<file path="src/common/fetch_pkg.sv">
`default_nettype none

package fetch_pkg;

  // ******************************
  // Word and bus widths.
  // ******************************
  localparam int xlen   = 32;
  localparam int strb_w = xlen / 8;

  // ******************************
  // Instruction memory geometry.
  // ******************************
  // 4 KB of program space.
  localparam int imem_depth = 1024;
  localparam int imem_aw    = $clog2(imem_depth);

  // ******************************
  // Fetch constants.
  // ******************************
  // addi x0, x0, 0.
  localparam logic [xlen-1:0] nop_instr = 32'h0000_0013;
  localparam logic [xlen-1:0] boot_pc   = 32'h0000_0000;

  // Run control register, bit 0.
  localparam logic [xlen-1:0] ctrl_addr = 32'h0000_8000;

endpackage

`default_nettype wire
</file>
<file path="src/design/fetch_unit.sv">
`timescale 1ns/1ps
`default_nettype none

module fetch_unit (
  input  wire                        clkb,
  input  wire                        rstb,

  input  wire                        run,

  input  wire                        stall,
  input  wire                        redirect_valid,
  input  wire [fetch_pkg::xlen-1:0]  redirect_pc,

  output wire [fetch_pkg::xlen-1:0]  pc,
  output wire                        enb,
  input  wire [fetch_pkg::xlen-1:0]  instruction,

  output wire                        fetch_valid,
  output wire [fetch_pkg::xlen-1:0]  fetch_pc,
  output wire [fetch_pkg::xlen-1:0]  fetch_instr
);

  import fetch_pkg::*;

  logic [xlen-1:0] pc_q;
  logic [xlen-1:0] tag_q;
  logic            inflight_q;
  logic            accept;
  logic            issue;

  // ******************************
  // Issue decision.
  // ******************************
  assign accept = inflight_q & ~stall;

  // Slot must be empty or leaving this cycle.
  assign issue = run & ~redirect_valid & (~inflight_q | ~stall);

  assign pc  = pc_q;
  assign enb = issue;

  // ******************************
  // Sequencer state.
  // ******************************
  always_ff @(posedge clkb) begin
    if (rstb) begin
      pc_q       <= boot_pc;
      inflight_q <= 1'b0;
    end else if (redirect_valid) begin
      // Drop the word in flight.
      pc_q       <= redirect_pc;
      inflight_q <= 1'b0;
    end else if (issue) begin
      pc_q       <= pc_q + 32'd4;
      inflight_q <= 1'b1;
    end else if (accept) begin
      inflight_q <= 1'b0;
    end
  end

  // Address tag of the returning word.
  always_ff @(posedge clkb) begin
    if (issue) begin
      tag_q <= pc_q;
    end
  end

  assign fetch_valid = inflight_q;
  assign fetch_pc    = tag_q;
  // RAM output register holds while enb is low.
  assign fetch_instr = instruction;

endmodule

`default_nettype wire

</file>
<file path="config.mk">
export PLATFORM = sky130hd
export DESIGN_NAME = fetch_unit
export DESIGN_NICKNAME = d
export VERILOG_FILES = /design/src/common/fetch_pkg.sv /design/src/design/fetch_unit.sv
export SDC_FILE = /design/constraint.sdc
export NUM_CORES = 1
export LEC_CHECK = 0
export ABC_AREA = 1
export BUFFER_PORTS_ARGS = -buffer_cell sky130_fd_sc_hd__buf_4
export CAP_MARGIN = 20
export CELL_PAD_IN_SITES_DETAIL_PLACEMENT = 0
export CELL_PAD_IN_SITES_GLOBAL_PLACEMENT = 1
export CORE_MARGIN = 1
export CORE_UTILIZATION = 33
export CTS_BUF_LIST = sky130_fd_sc_hd__clkbuf_2 sky130_fd_sc_hd__clkbuf_4 sky130_fd_sc_hd__clkbuf_8
export CTS_CLUSTER_DIAMETER = 30
export DETAILED_ROUTE_END_ITERATION = 6
export HOLD_SLACK_MARGIN = 0.1
export PLACE_DENSITY_LB_ADDON = 0.1
export SYNTH_ARGS = -nofsm -noshare
export SYNTH_HDL_FRONTEND = slang
export SYNTH_SLANG_ARGS = --single-unit
</file>
<file path="constraint.sdc">
create_clock -name clkb -period 1.9 [get_ports clkb]
set_input_delay 0.095 -clock clkb [delete_from_list [all_inputs] [get_ports clkb]]
set_output_delay 0.095 -clock clkb [all_outputs]
set_load 0.005 [all_outputs]
</file>
---- Yosys cells after proc, flatten, opt, wreduce, memory -nomap -nowiden ----
Cells that the tools add are included.
cells by class
  $add $sub $neg .......................... 1
  muxes and demuxes ....................... 4
  bitwise logic cells ..................... 7
  reduce and logical (&&, ||, !) cells .... 3
operators by type and width
  cell                                           count
  two-way mux 32 bit                             2
  adder 32 x 3 -> 32 bit, second input constant  1
  nonzero test 2 bit                             2
  bitwise AND 1 bit                              3
  NOT 1 bit                                      3
  two-way mux 1 bit                              2
  OR reduction 2 bit                             1
  bitwise OR 1 bit                               1
word-level totals
  bits in registers ....................... 65
  output and inout port bits .............. 98
  word-level logic and storage cells ...... 18

---- Logic depth before layout (Yosys ltp) ----
  depth in word-level cells ............... 5
  mapped depth ............................ 10
  depth with buffers taken out ............ 10

---- Least setup slack after synthesis ----
No wires, ideal clock.
  path kind ............................... register to register
  start point ............................. register inflight_q (netlist: fetch_valid)
  end point ............................... register tag_q[0] (netlist: fetch_pc[0]) (enable)
  library setup time ...................... 0.378 ns
  arrival ................................. 1.200 ns
  required time ........................... 1.522 ns
  setup slack ............................. 0.322 ns
  stages on the path, launching flop included .. 5
  buffers on the path ..................... 1
  period minus slack after synthesis ...... 1.578 ns
  cells stage by stage .................... dfxtp_1 > nand2_1 > nand2_2 > nor2_2 > buf_2
on the way
  word-level cells in the longest chain between the ends .. 3
RTL lines
  what                      RTL line          source
  start: declaration        fetch_unit.sv:27  logic inflight_q;
  start signal: assignment  fetch_unit.sv:48  inflight_q <= 1'b0;
  start signal: assignment  fetch_unit.sv:52  inflight_q <= 1'b0;
  start signal: assignment  fetch_unit.sv:55  inflight_q <= 1'b1;
  NOT 1 bit                 fetch_unit.sv:37  assign issue = run & ~redirect_valid & (~inflight_q | ~stall);
  bitwise OR 1 bit          fetch_unit.sv:37
  bitwise AND 1 bit         fetch_unit.sv:37
  via enb                   fetch_unit.sv:15  output wire enb,
  end signal: assignment    fetch_unit.sv:64  tag_q <= pc_q;
  end: declaration          fetch_unit.sv:26  logic [xlen-1:0] tag_q;
The timed path passes the listed nets, and every way through them passes these cells.
A chain may end at the register's enable or synchronous reset.

---- Worst setup path in the final report ----
  start point ............................. input stall
  end point ............................... output enb
on the way
  word-level cells in the longest chain between the ends .. 3
RTL lines
  what                RTL line          source
  start: declaration  fetch_unit.sv:10  input wire stall,
  NOT 1 bit           fetch_unit.sv:37
  bitwise OR 1 bit    fetch_unit.sv:37
  bitwise AND 1 bit   fetch_unit.sv:37
  end: declaration    fetch_unit.sv:15
No other way between the ends.

==> run metrics <==
Net Sw Frac=0.253; # rows=36; maximum fanout along the worst path=11; clk buf depth=2; status=completed; Post-Synth Simple-Gate Area=0.293; drt wl/cell=15.0 um; async set-or-reset flop fraction in the synthesized netlist=0; Main synth FF type=dfxtp_1; Die Ht=104 um; critical path data required time=1.80 ns; Vias=3,086; first-pass GRT wire length=15,900 um; Post-Syn Nets=498; skew final=0.0129 ns; GR Overflow Total=0; synth warn=0; XOR/XNOR share of the synthesized area=0.0153; Initial Utilization=0.346; largest net degree at the start of global routing=32; Seq pwr share=0.504; Yosys top cell area share=0.279; Setup Buffers After CTS=0; clk root buf=clkbuf_8; worst hold path class=in -> reg; top-count cell post-synth=nand2_1; initial DRC count=116; #FFs+latches synth=65; largest family of logic cells by synthesized area=simple AND/OR/NAND/NOR gates; die area=0.0109 mm^2; Worst Setup End Kind=output pin; clock period minus worst slack=1.79 ns; post-route ant nets=0; total of max-cap violations=0; Max Freq=559 MHz; CTS tree=done; Buf+Inv Stages, Crit Path=4; Synth area leader=edfxtp_1; PD cells=720 mW/mm^2; vias in the first global route=3,040; Max VDD drop=0.315 mV; compound-cell area share of the yosys netlist=0.0875; routability cong.=0.832; CTS Sinks=65; Slew @ Worst Pin=0.366 ns; TritonCTS Buffers=9; Gate power share=0.134; synth unique cells=31; final wirelength=9900 um; Worst path most repeated cell=buf_4; Seq/Total Area, Yosys=0.471; slowest stage delay, CP=0.53 ns; sw power=823 uW; RSZ-0062 raised after global routing=false; H-Tree Depth=3; gr usage total=0.188; Slew Limit Fails=0; Synth area leaders=edfxtp_1 28%, dfxtp_1 19%, nand2_1 12%, buf_4 7.0%, nor2_1 4.9%; setup TNS=0 ns; clock share of power=0.362; Leak=1.85 nW; Hold WS=0.123 ns; share of layout cells above drive strength 1=0.285; Max-slew headroom=0.756; CP max-delay cell=dlygate4sd3_1; worst path cell trace=dlygate4sd3_1 > buf_4 > nand2_1 > nand2_2 > nor2_4 > buf_4 > buf_4; CP top delay family=buffers and inverters; final hold vios=0; Worst EP arrival=1.69 ns; Internal=2.43 mW; clock transition at the registers of the reported paths=0.07 ns; mux contribution to synthesized area=0; number of port buffers=102; synthesized instance count=428; Final setup viols=0; Post-layout nets=594; most common library cells after synthesis=110 x nand2_1, 45 x nor2_1, 35 x inv_1; top-level I/O count=167; Startpoint Class=input pin; Area after DPL=0.00413 mm^2; initial antenna violation count=0; post-synthesis cell area=0.00345 mm^2; Std-Cell Core Area=0.00995 mm^2; vias per inst=4.66; Avg Synthesized Cell Area=8.05 um^2; antenna diode count=0; DR pass1 iterations=4; Final Cell Area=0.00452 mm^2; Area Overhead vs Synth=31.3%; Setup Crit Path Kind=in -> out; Final period util=0.942; clk_lat worst skew=0.34 ns; Post-synth EDFFs=32; HPWL after DPL=6950 um; Adder-Cell Fraction of Synth Area=0.00363; drt drc=0; die width=104 um
==> timing repair <==
action | 4_1_cts | 5_1_grt
gates resized for setup | 0 | 0
hold endpoints to repair | 20 | 0
hold buffers | 20 | 0
setup endpoints to repair | 0 | 0
==> worst paths after layout <==
check                      start     endpoint  cells after the start  slack, ns
hold reg to reg            pc[1]  fetch_pc[1]                      0       0.46
hold / removal    redirect_pc[4]        pc[4]                      3       0.12
setup / recovery           stall          enb                      7       0.11
setup reg to reg           pc[3]       pc[24]                     10       0.31
==> power groups by stage <==
stage | Combinational (mW) | Clock [mW] | Sequential [mW]
2_1_floorplan | 0.223 | 0 | 1.66
4_1_cts | 0.443 | 1.20 | 1.64
5_1_grt | 0.485 | 1.26 | 1.65
6_report | 0.436 | 1.18 | 1.64
3_3_place_gp | 0.408 | 0 | 1.67
3_5_place_dp | 0.409 | 0 | 1.67
==> cell usage in the layout (no fill, tap or decap), drive strengths merged, types with 2 or more instances in the layout <==
master	n
nand4	3
nor3	5
dlygate4sd3	20
o21ai	16
o21bai	4
nand2	119
a22oi	3
xnor2	3
nor2	62
a21oi	20
a31oi	7
clkinv	2
dfxtp	33
edfxtp	32
clkbuf	12
xor2	3
inv	37
buf	108
nand3	33
==> final cells by class <==
| class | instances | area [um^2] |
|---|---|---|
| clock buffer | 12 | 146 |
| clock inverter | 4 | 45.0 |
| fill | 1011 | 5430 |
| tap | 133 | 166 |
| timing repair buffer | 128 | 1020 |
| inverter | 37 | 139 |
| sequential | 65 | 1620 |
| multi-input combinational | 283 | 1380 |
==> registers in the layout, summed over array words and instances (netlist names) <==
| name | count |
|---|---|
| pc | 32 |
| fetch_pc | 32 |
| fetch_valid | 1 |
==> per-layer routing <==
metal  vias up  part of all wire  track usage
li1       1561                 -            -
met3        39             0.054       0.0345
met1      1393              0.47        0.254
met2        93              0.44        0.286
met4         0             0.031       0.0990
met5         -                 0            0
==> metrics by stage <==
step                      std cells  utilization  power, mW  setup slack (ns)
after floorplan                 428            -       1.88             0.322
after global placement          626        0.415       2.08             0.365
after detailed placement        626        0.415       2.08             0.302
after CTS                       662        0.454       3.29            0.0810
after global routing            662        0.454       3.40            0.0259
final                           662        0.454       3.26             0.111
==> kinds of logic after synthesis <==
logic type / count (synthesis)
compound gates: 53
xor+xnor: 6
fa+ha+maj: 1
buf+inv: 80
flops: 65
simple gates: 223
==> worst register-to-register path: stages, from the launching register on <==
cell and delay (ns):
dfxtp_1 0.40, ha_1 0.20, nand2_1 0.11, nor2_4 0.18, nand2_4 0.10, nor2_4 0.14, nand2_1 0.09, nor2_1 0.09
nand2_1 0.05, nand3_1 0.07, a21oi_1 0.05
(Power assumes the default switching activity.)
