[config.mk]
export PLATFORM = sky130hd
export DESIGN_NAME = apb_imem_port
export DESIGN_NICKNAME = d
export VERILOG_FILES = /design/src/common/fetch_pkg.sv /design/src/design/apb_imem_port.sv
export SDC_FILE = /design/constraint.sdc
export NUM_CORES = 1
export LEC_CHECK = 0
export ABC_CLOCK_PERIOD_IN_PS = 3980
export BUFFER_PORTS_ARGS = -buffer_cell sky130_fd_sc_hd__buf_2
export CAP_MARGIN = 10
export CORE_AREA = 2 2 72 74
export CTS_BUF_LIST = sky130_fd_sc_hd__clkbuf_4 sky130_fd_sc_hd__clkbuf_8 sky130_fd_sc_hd__clkbuf_16
export DETAILED_ROUTE_END_ITERATION = 16
export DIE_AREA = 0 0 74 76
export SLEW_MARGIN = 30
export SYNTH_ARGS = -nofsm -noshare
export SYNTH_HDL_FRONTEND = slang
export SYNTH_SLANG_ARGS = --single-unit
export TNS_END_PERCENT = 50
[constraint.sdc]
create_clock -name clkb -period 3.98 [get_ports clkb]
set_input_delay 0.796 -clock clkb [delete_from_list [all_inputs] [get_ports clkb]]
set_output_delay 0.796 -clock clkb [all_outputs]
set_load 0.01 [all_outputs]
[src/common/fetch_pkg.sv]
`default_nettype none

package fetch_pkg;

  // ******************************
  // Word and bus widths.
  // ******************************
  localparam int xlen   = 32;
  localparam int strb_w = xlen / 8;

  // ******************************
  // Instruction memory geometry.
  // ******************************
  // 4 KB of program space.
  localparam int imem_depth = 1024;
  localparam int imem_aw    = $clog2(imem_depth);

  // ******************************
  // Fetch constants.
  // ******************************
  // addi x0, x0, 0.
  localparam logic [xlen-1:0] nop_instr = 32'h0000_0013;
  localparam logic [xlen-1:0] boot_pc   = 32'h0000_0000;

  // Run control register, bit 0.
  localparam logic [xlen-1:0] ctrl_addr = 32'h0000_8000;

endpackage

`default_nettype wire
[src/design/apb_imem_port.sv]
`timescale 1ns/1ps
`default_nettype none

module apb_imem_port (
  input  wire                           clkb,
  input  wire                           rstb,

  input  wire                           psel,
  input  wire                           penable,
  input  wire                           pwrite,
  input  wire [fetch_pkg::xlen-1:0]     paddr,
  input  wire [fetch_pkg::xlen-1:0]     pwdata,
  input  wire [fetch_pkg::strb_w-1:0]   pstrb,
  output logic [fetch_pkg::xlen-1:0]    prdata,
  output logic                          pready,
  output logic                          pslverr,

  output wire                           ena,
  output wire [fetch_pkg::strb_w-1:0]   wea,
  output wire [fetch_pkg::imem_aw-1:0]  addra,
  output wire [fetch_pkg::xlen-1:0]     dina,
  input  wire [fetch_pkg::xlen-1:0]     douta,

  output logic                          run
);

  import fetch_pkg::*;

  logic mem_hit;
  logic ctrl_hit;
  logic first_cycle;

  // ******************************
  // Address decode.
  // ******************************
  assign mem_hit  = paddr < xlen'(imem_depth * 4);
  assign ctrl_hit = paddr == ctrl_addr;

  // First access cycle, before the wait state ends.
  assign first_cycle = psel & penable & ~pready;

  // ******************************
  // RAM port A.
  // ******************************
  assign ena   = first_cycle & mem_hit;
  assign wea   = pwrite ? pstrb : '0;
  assign addra = paddr[imem_aw+1:2];
  assign dina  = pwdata;

  // RAM data is registered by the time pready is high.
  always_comb begin
    if (mem_hit) begin
      prdata = douta;
    end else if (ctrl_hit) begin
      prdata = {{(xlen-1){1'b0}}, run};
    end else begin
      prdata = '0;
    end
  end

  // ******************************
  // Handshake and run register.
  // ******************************
  always_ff @(posedge clkb) begin
    if (rstb) begin
      pready  <= 1'b0;
      pslverr <= 1'b0;
      run     <= 1'b0;
    end else begin
      pready  <= first_cycle;
      pslverr <= first_cycle & ~(mem_hit | ctrl_hit);
      if (first_cycle && ctrl_hit && pwrite && pstrb[0]) begin
        run <= pwdata[0];
      end
    end
  end

endmodule

`default_nettype wire

# Yosys cells after proc, flatten, opt, wreduce, memory -nomap -nowiden
# Cells that the tools add are included.
[word_totals]
in_bits = 105
out_inout_bits = 82
ff_bits = 3
wordCells = 18
[classes]
reduce_logical = 3
mux = 3
bitwise = 7
n_eq_ne = 1
magnitude_cmp = 1
[ops]
columns = ["cell", "count"]
rows = [
  ["$eq 32x16->1 const B", 1],
  ["$lt 32x13->1 const B", 1],
  ["$mux 32", 1],
  ["$and 1x1->1", 4],
  ["$mux 4", 1],
  ["$logic_and 1x1->1", 3],
  ["$not 1->1", 2],
  ["$mux 1", 1],
  ["$or 1x1->1", 1],
]

# Depth between registers and ports, before layout
[logic_depth]
word_depth = 5
ltp_mapped = 5
mapped_depth_nobuf = 4

# Worst setup path after synthesis
# Ideal clock, no wire load.
[synth_path]
kind = "input-to-output"
start = "input port paddr[14] (netlist name)"
end = "output port prdata[10] (netlist name)"
t_required_ns = 3.184
path_buffers = 1
path_stages = 4
arrival_ns = 1.902
path_slack_ns = 1.282
path_cell_list = "or3_2 > nor3_4 > clkbuf_2 > and2_1"
[synth_via]
elab_chain_len = 2
[synth_lines]
columns = ["item", "line_no", "text"]
rows = [
  ["start, declared", "apb_imem_port.sv:11", "input wire [fetch_pkg::xlen-1:0] paddr,"],
  ["$lt 32x13->1", "apb_imem_port.sv:36", "assign mem_hit = paddr < xlen'(imem_depth * 4);"],
  ["$mux 32", "apb_imem_port.sv:52", "if (mem_hit) begin"],
  ["end, declared", "apb_imem_port.sv:14", "output logic [fetch_pkg::xlen-1:0] prdata,"],
]
# Every way passes these cells.

# Worst setup path after layout
[layout_path]
start = "input port paddr[27] (netlist name)"
end = "output port prdata[18] (netlist name)"
# The elaborated chain is that of the path after synthesis.

==> impl_metrics.env <==
export IMPL_outcome="complete, no violations"
export IMPL_critPathMaxFanout=32
export IMPL_worst_path_most_repeated_cell="buf_2"
export IMPL_static_leakage_power_nw=0.777
export IMPL_routed_wl_mm=2.88
export IMPL_postRouteAntennaNets=0
export IMPL_hold_viol_final=0
export IMPL_cell_count_after_synthesis=112
export IMPL_highest_clock_rate_ghz=0.329
export IMPL_number_of_ports_placed_on_the_die_boundary=187
export IMPL_clk_insertion_delay_late_ns=0.21
export IMPL_regToRegSetupSlack_ns=2.73
export IMPL_cp_slowest_stage_delay_ns=0.33
export IMPL_min_delay_path_class="flop to flop"
export IMPL_synthesis_area_um2=831
export IMPL_worst_setup_path_type="primary input to output pin"
export IMPL_io_buffer_count=124
export IMPL_power_density_nw_per_um2=146
export IMPL_mostFrequentLayoutCells="buf_2, and2_2, and2_1"
export IMPL_timing_critical_path_arrival_ns=2.25
export IMPL_clock_sink_count=3
export IMPL_layout_cells_most_common="buf_2"
export IMPL_detail_route_drc_violations=0
export IMPL_worstMarginPinSlew_ns=0.364
export IMPL_synth_enable_flop_cells=0
export IMPL_termination_of_the_worst_setup_path="prdata[18]"
export IMPL_skew_ns=0.00177
export IMPL_nFillCells=563
export IMPL_critical_path_slowest_cell="nor4_1"
export IMPL_max_slew_margin=0.754
export IMPL_grt_most_used_layer="met2"
export IMPL_finalNonFillerCells=266
export IMPL_grt_pass1_wl_mm=4.35
export IMPL_gp_congestion=0.687
export IMPL_antenna_diode_count=0
export IMPL_grtUsageMet2=0.169
export IMPL_synth_lib_cells_used_distinct=22
export IMPL_max_cap_viols=0
export IMPL_gr_total_overflow=0
export IMPL_tns_ns=0
export IMPL_setup_violations=0
export IMPL_die_w_um=74
export IMPL_grt_start_max_net_pins=33
export IMPL_floorplan_initialDensity=0.169
export IMPL_num_vias=999
export IMPL_buf_inv_on_cp=3
export IMPL_finalCritPeriodShare=0.765
export IMPL_grt_antenna_before_repair=0
export IMPL_synthArstFlopShare=0
export IMPL_wl_per_cell_um=10.8
export IMPL_cts_htree_levels=1
export IMPL_numPlacedInstances=262
export IMPL_cts_tree="done"
export IMPL_worstReg2RegStart="pready$_SDFF_PP0_"
export IMPL_endpoint_kind="output pin"
export IMPL_worstSetupStartpointType="primary input"
export IMPL_power_total_w=0.000185
export IMPL_finalNetCount=302
export IMPL_timing_max_transition_violations_final=0
export IMPL_cts_resized=0
export IMPL_placementRows=26
export IMPL_critical_path_top_delay_family="simple AND/OR/NAND/NOR gates"
export IMPL_cts_inserted_buffers=3
export IMPL_post_route_cells_drive_above_1_share=0.786
export IMPL_vdd_drop_max_mv=0.0550
export IMPL_globalRouteMet1Util=0.0987
export IMPL_global_route_usage_total=0.0986
export IMPL_floorplan_die_area_um2=5620
export IMPL_final_core_utilization=0.258
export IMPL_drt_vias_per_instance=3.76
export IMPL_grt_use_met3=0.0437
export IMPL_synthesis_yosys_warnings=0
export IMPL_postSynth_topFlopCell="dfxtp_1"
export IMPL_cts_repair_timing_setup_buffer_count=0
export IMPL_crit_path_start="paddr[27]"
export IMPL_postSynthNetCount=217
export IMPL_core_area_um2=4910
export IMPL_worstPathCellList="buf_2 > nor4_1 > nand4_2 > nor3_4 > buf_4 > and2_2 > buf_2"
export IMPL_dr_iter_0_viols=25
export IMPL_r2r_end="run$_SDFFE_PP0P_"
export IMPL_synth_seq_cells=3
export IMPL_post_synth_cell_area_avg_um2=7.42
export IMPL_die_h_um=76
export IMPL_layout_min_cycle_time_ns=3.04
export IMPL_crit_required_ns=3.18
export IMPL_cp_num_cells=7
export IMPL_longest_clk_path_bufs=2
export IMPL_cts_hold_buffers_added=0
export IMPL_rsz_0062_raised_after_global_routing="false"
export IMPL_via_count_of_the_first_global_routing_pass=971
export IMPL_clock_root_buffer="clkbuf_8"
export IMPL_path_clk_slew_ns=0.03
export IMPL_area_growth_syn_to_layout_pct=52.3
export IMPL_worstRegToRegCells=4
export IMPL_synth_seq_area_share=0.0723
export IMPL_firstDrtPassIters=4
==> synth_stat cells (2+ instances only) <==
master     n  area [µm²]
dfxtp_1    3        60.1
nor2_1     4        15.0
nand2_1    2        7.51
nand4_1    2        12.5
buf_4     42         315
nand2b_1   2        12.5
clkbuf_2   3        15.0
and2_2    21         158
nor4_1     7        43.8
nor3_1     2        10.0
and2_1    13        81.3
==> kinds of logic (layout without fill, tap and decap cells) <==
family	Yosys count	in the layout	synth area share
AOI/OAI and AO/OA	1	1	0.00602
buffers and inverters	46	130	0.402
DFF	3	3	0.0723
muxes	1	1	0.0120
and+or+nand+nor	61	61	0.508
==> tightest hold or removal path, delay by kind of cell (launching register included) <==
family | cells | cell delay, ns
multiplexers | 1 | 0.06
AND/OR/NAND/NOR | 1 | 0.07
flip-flops | 1 | 0.32
==> report_power, final <==
group / total (W) / internal (W) / switching, W / leakage [nW]
clock: 0.0000954 / 0.0000751 / 0.0000203 / 0.0262
sequential: 0.0000314 / 0.0000311 / 0.000000252 / 0.0244
combinational: 0.0000581 / 0.0000345 / 0.0000236 / 0.726
==> how the worst min path moves through the flow <==
stage                      from               end  slack (ns)  cells past startpoint
3_3_place_gp   run$_SDFFE_PP0P_  run$_SDFFE_PP0P_        0.49                      2
2_1_floorplan  run$_SDFFE_PP0P_  run$_SDFFE_PP0P_        0.50                      2
6_report       run$_SDFFE_PP0P_  run$_SDFFE_PP0P_        0.51                      2
3_5_place_dp   run$_SDFFE_PP0P_  run$_SDFFE_PP0P_        0.51                      2
4_1_cts        run$_SDFFE_PP0P_  run$_SDFFE_PP0P_        0.51                      2
5_1_grt        run$_SDFFE_PP0P_  run$_SDFFE_PP0P_        0.53                      2
==> per-stage QoR <==
step	instance area, µm²	setup slack [ns]	hold WS [ns]
after floorplan	831	1.28	0.504
after global placement	1220	0.943	0.492
after detailed placement	1220	0.945	0.506
after CTS	1260	0.942	0.514
after global routing	1260	0.741	0.532
final	1260	0.937	0.510
==> per-layer routing <==
layer  vias up  wire length (µm)
met4         0                86
met1       430              1100
met5         -                 0
met2        60              1400
li1        491                 -
met3        18               293
==> final cells by class <==
| type | instances | area [µm²] | share of cell area |
|---|---|---|---|
| Inverter | 1 | 3.75 | 0.00297 |
| Clock buffer | 4 | 48.8 | 0.0386 |
| Sequential cell | 3 | 60.1 | 0.0475 |
| Tap cell | 70 | 87.6 | 0.0692 |
| Multi-Input combinational cell | 63 | 437 | 0.345 |
| Timing Repair Buffer | 125 | 628 | 0.497 |
==> sequential cells by signal (all words and copies together) (netlist names) <==
| name | count |
|---|---|
| pready | 1 |
| run | 1 |
| pslverr | 1 |
(Power assumes the default switching activity.)
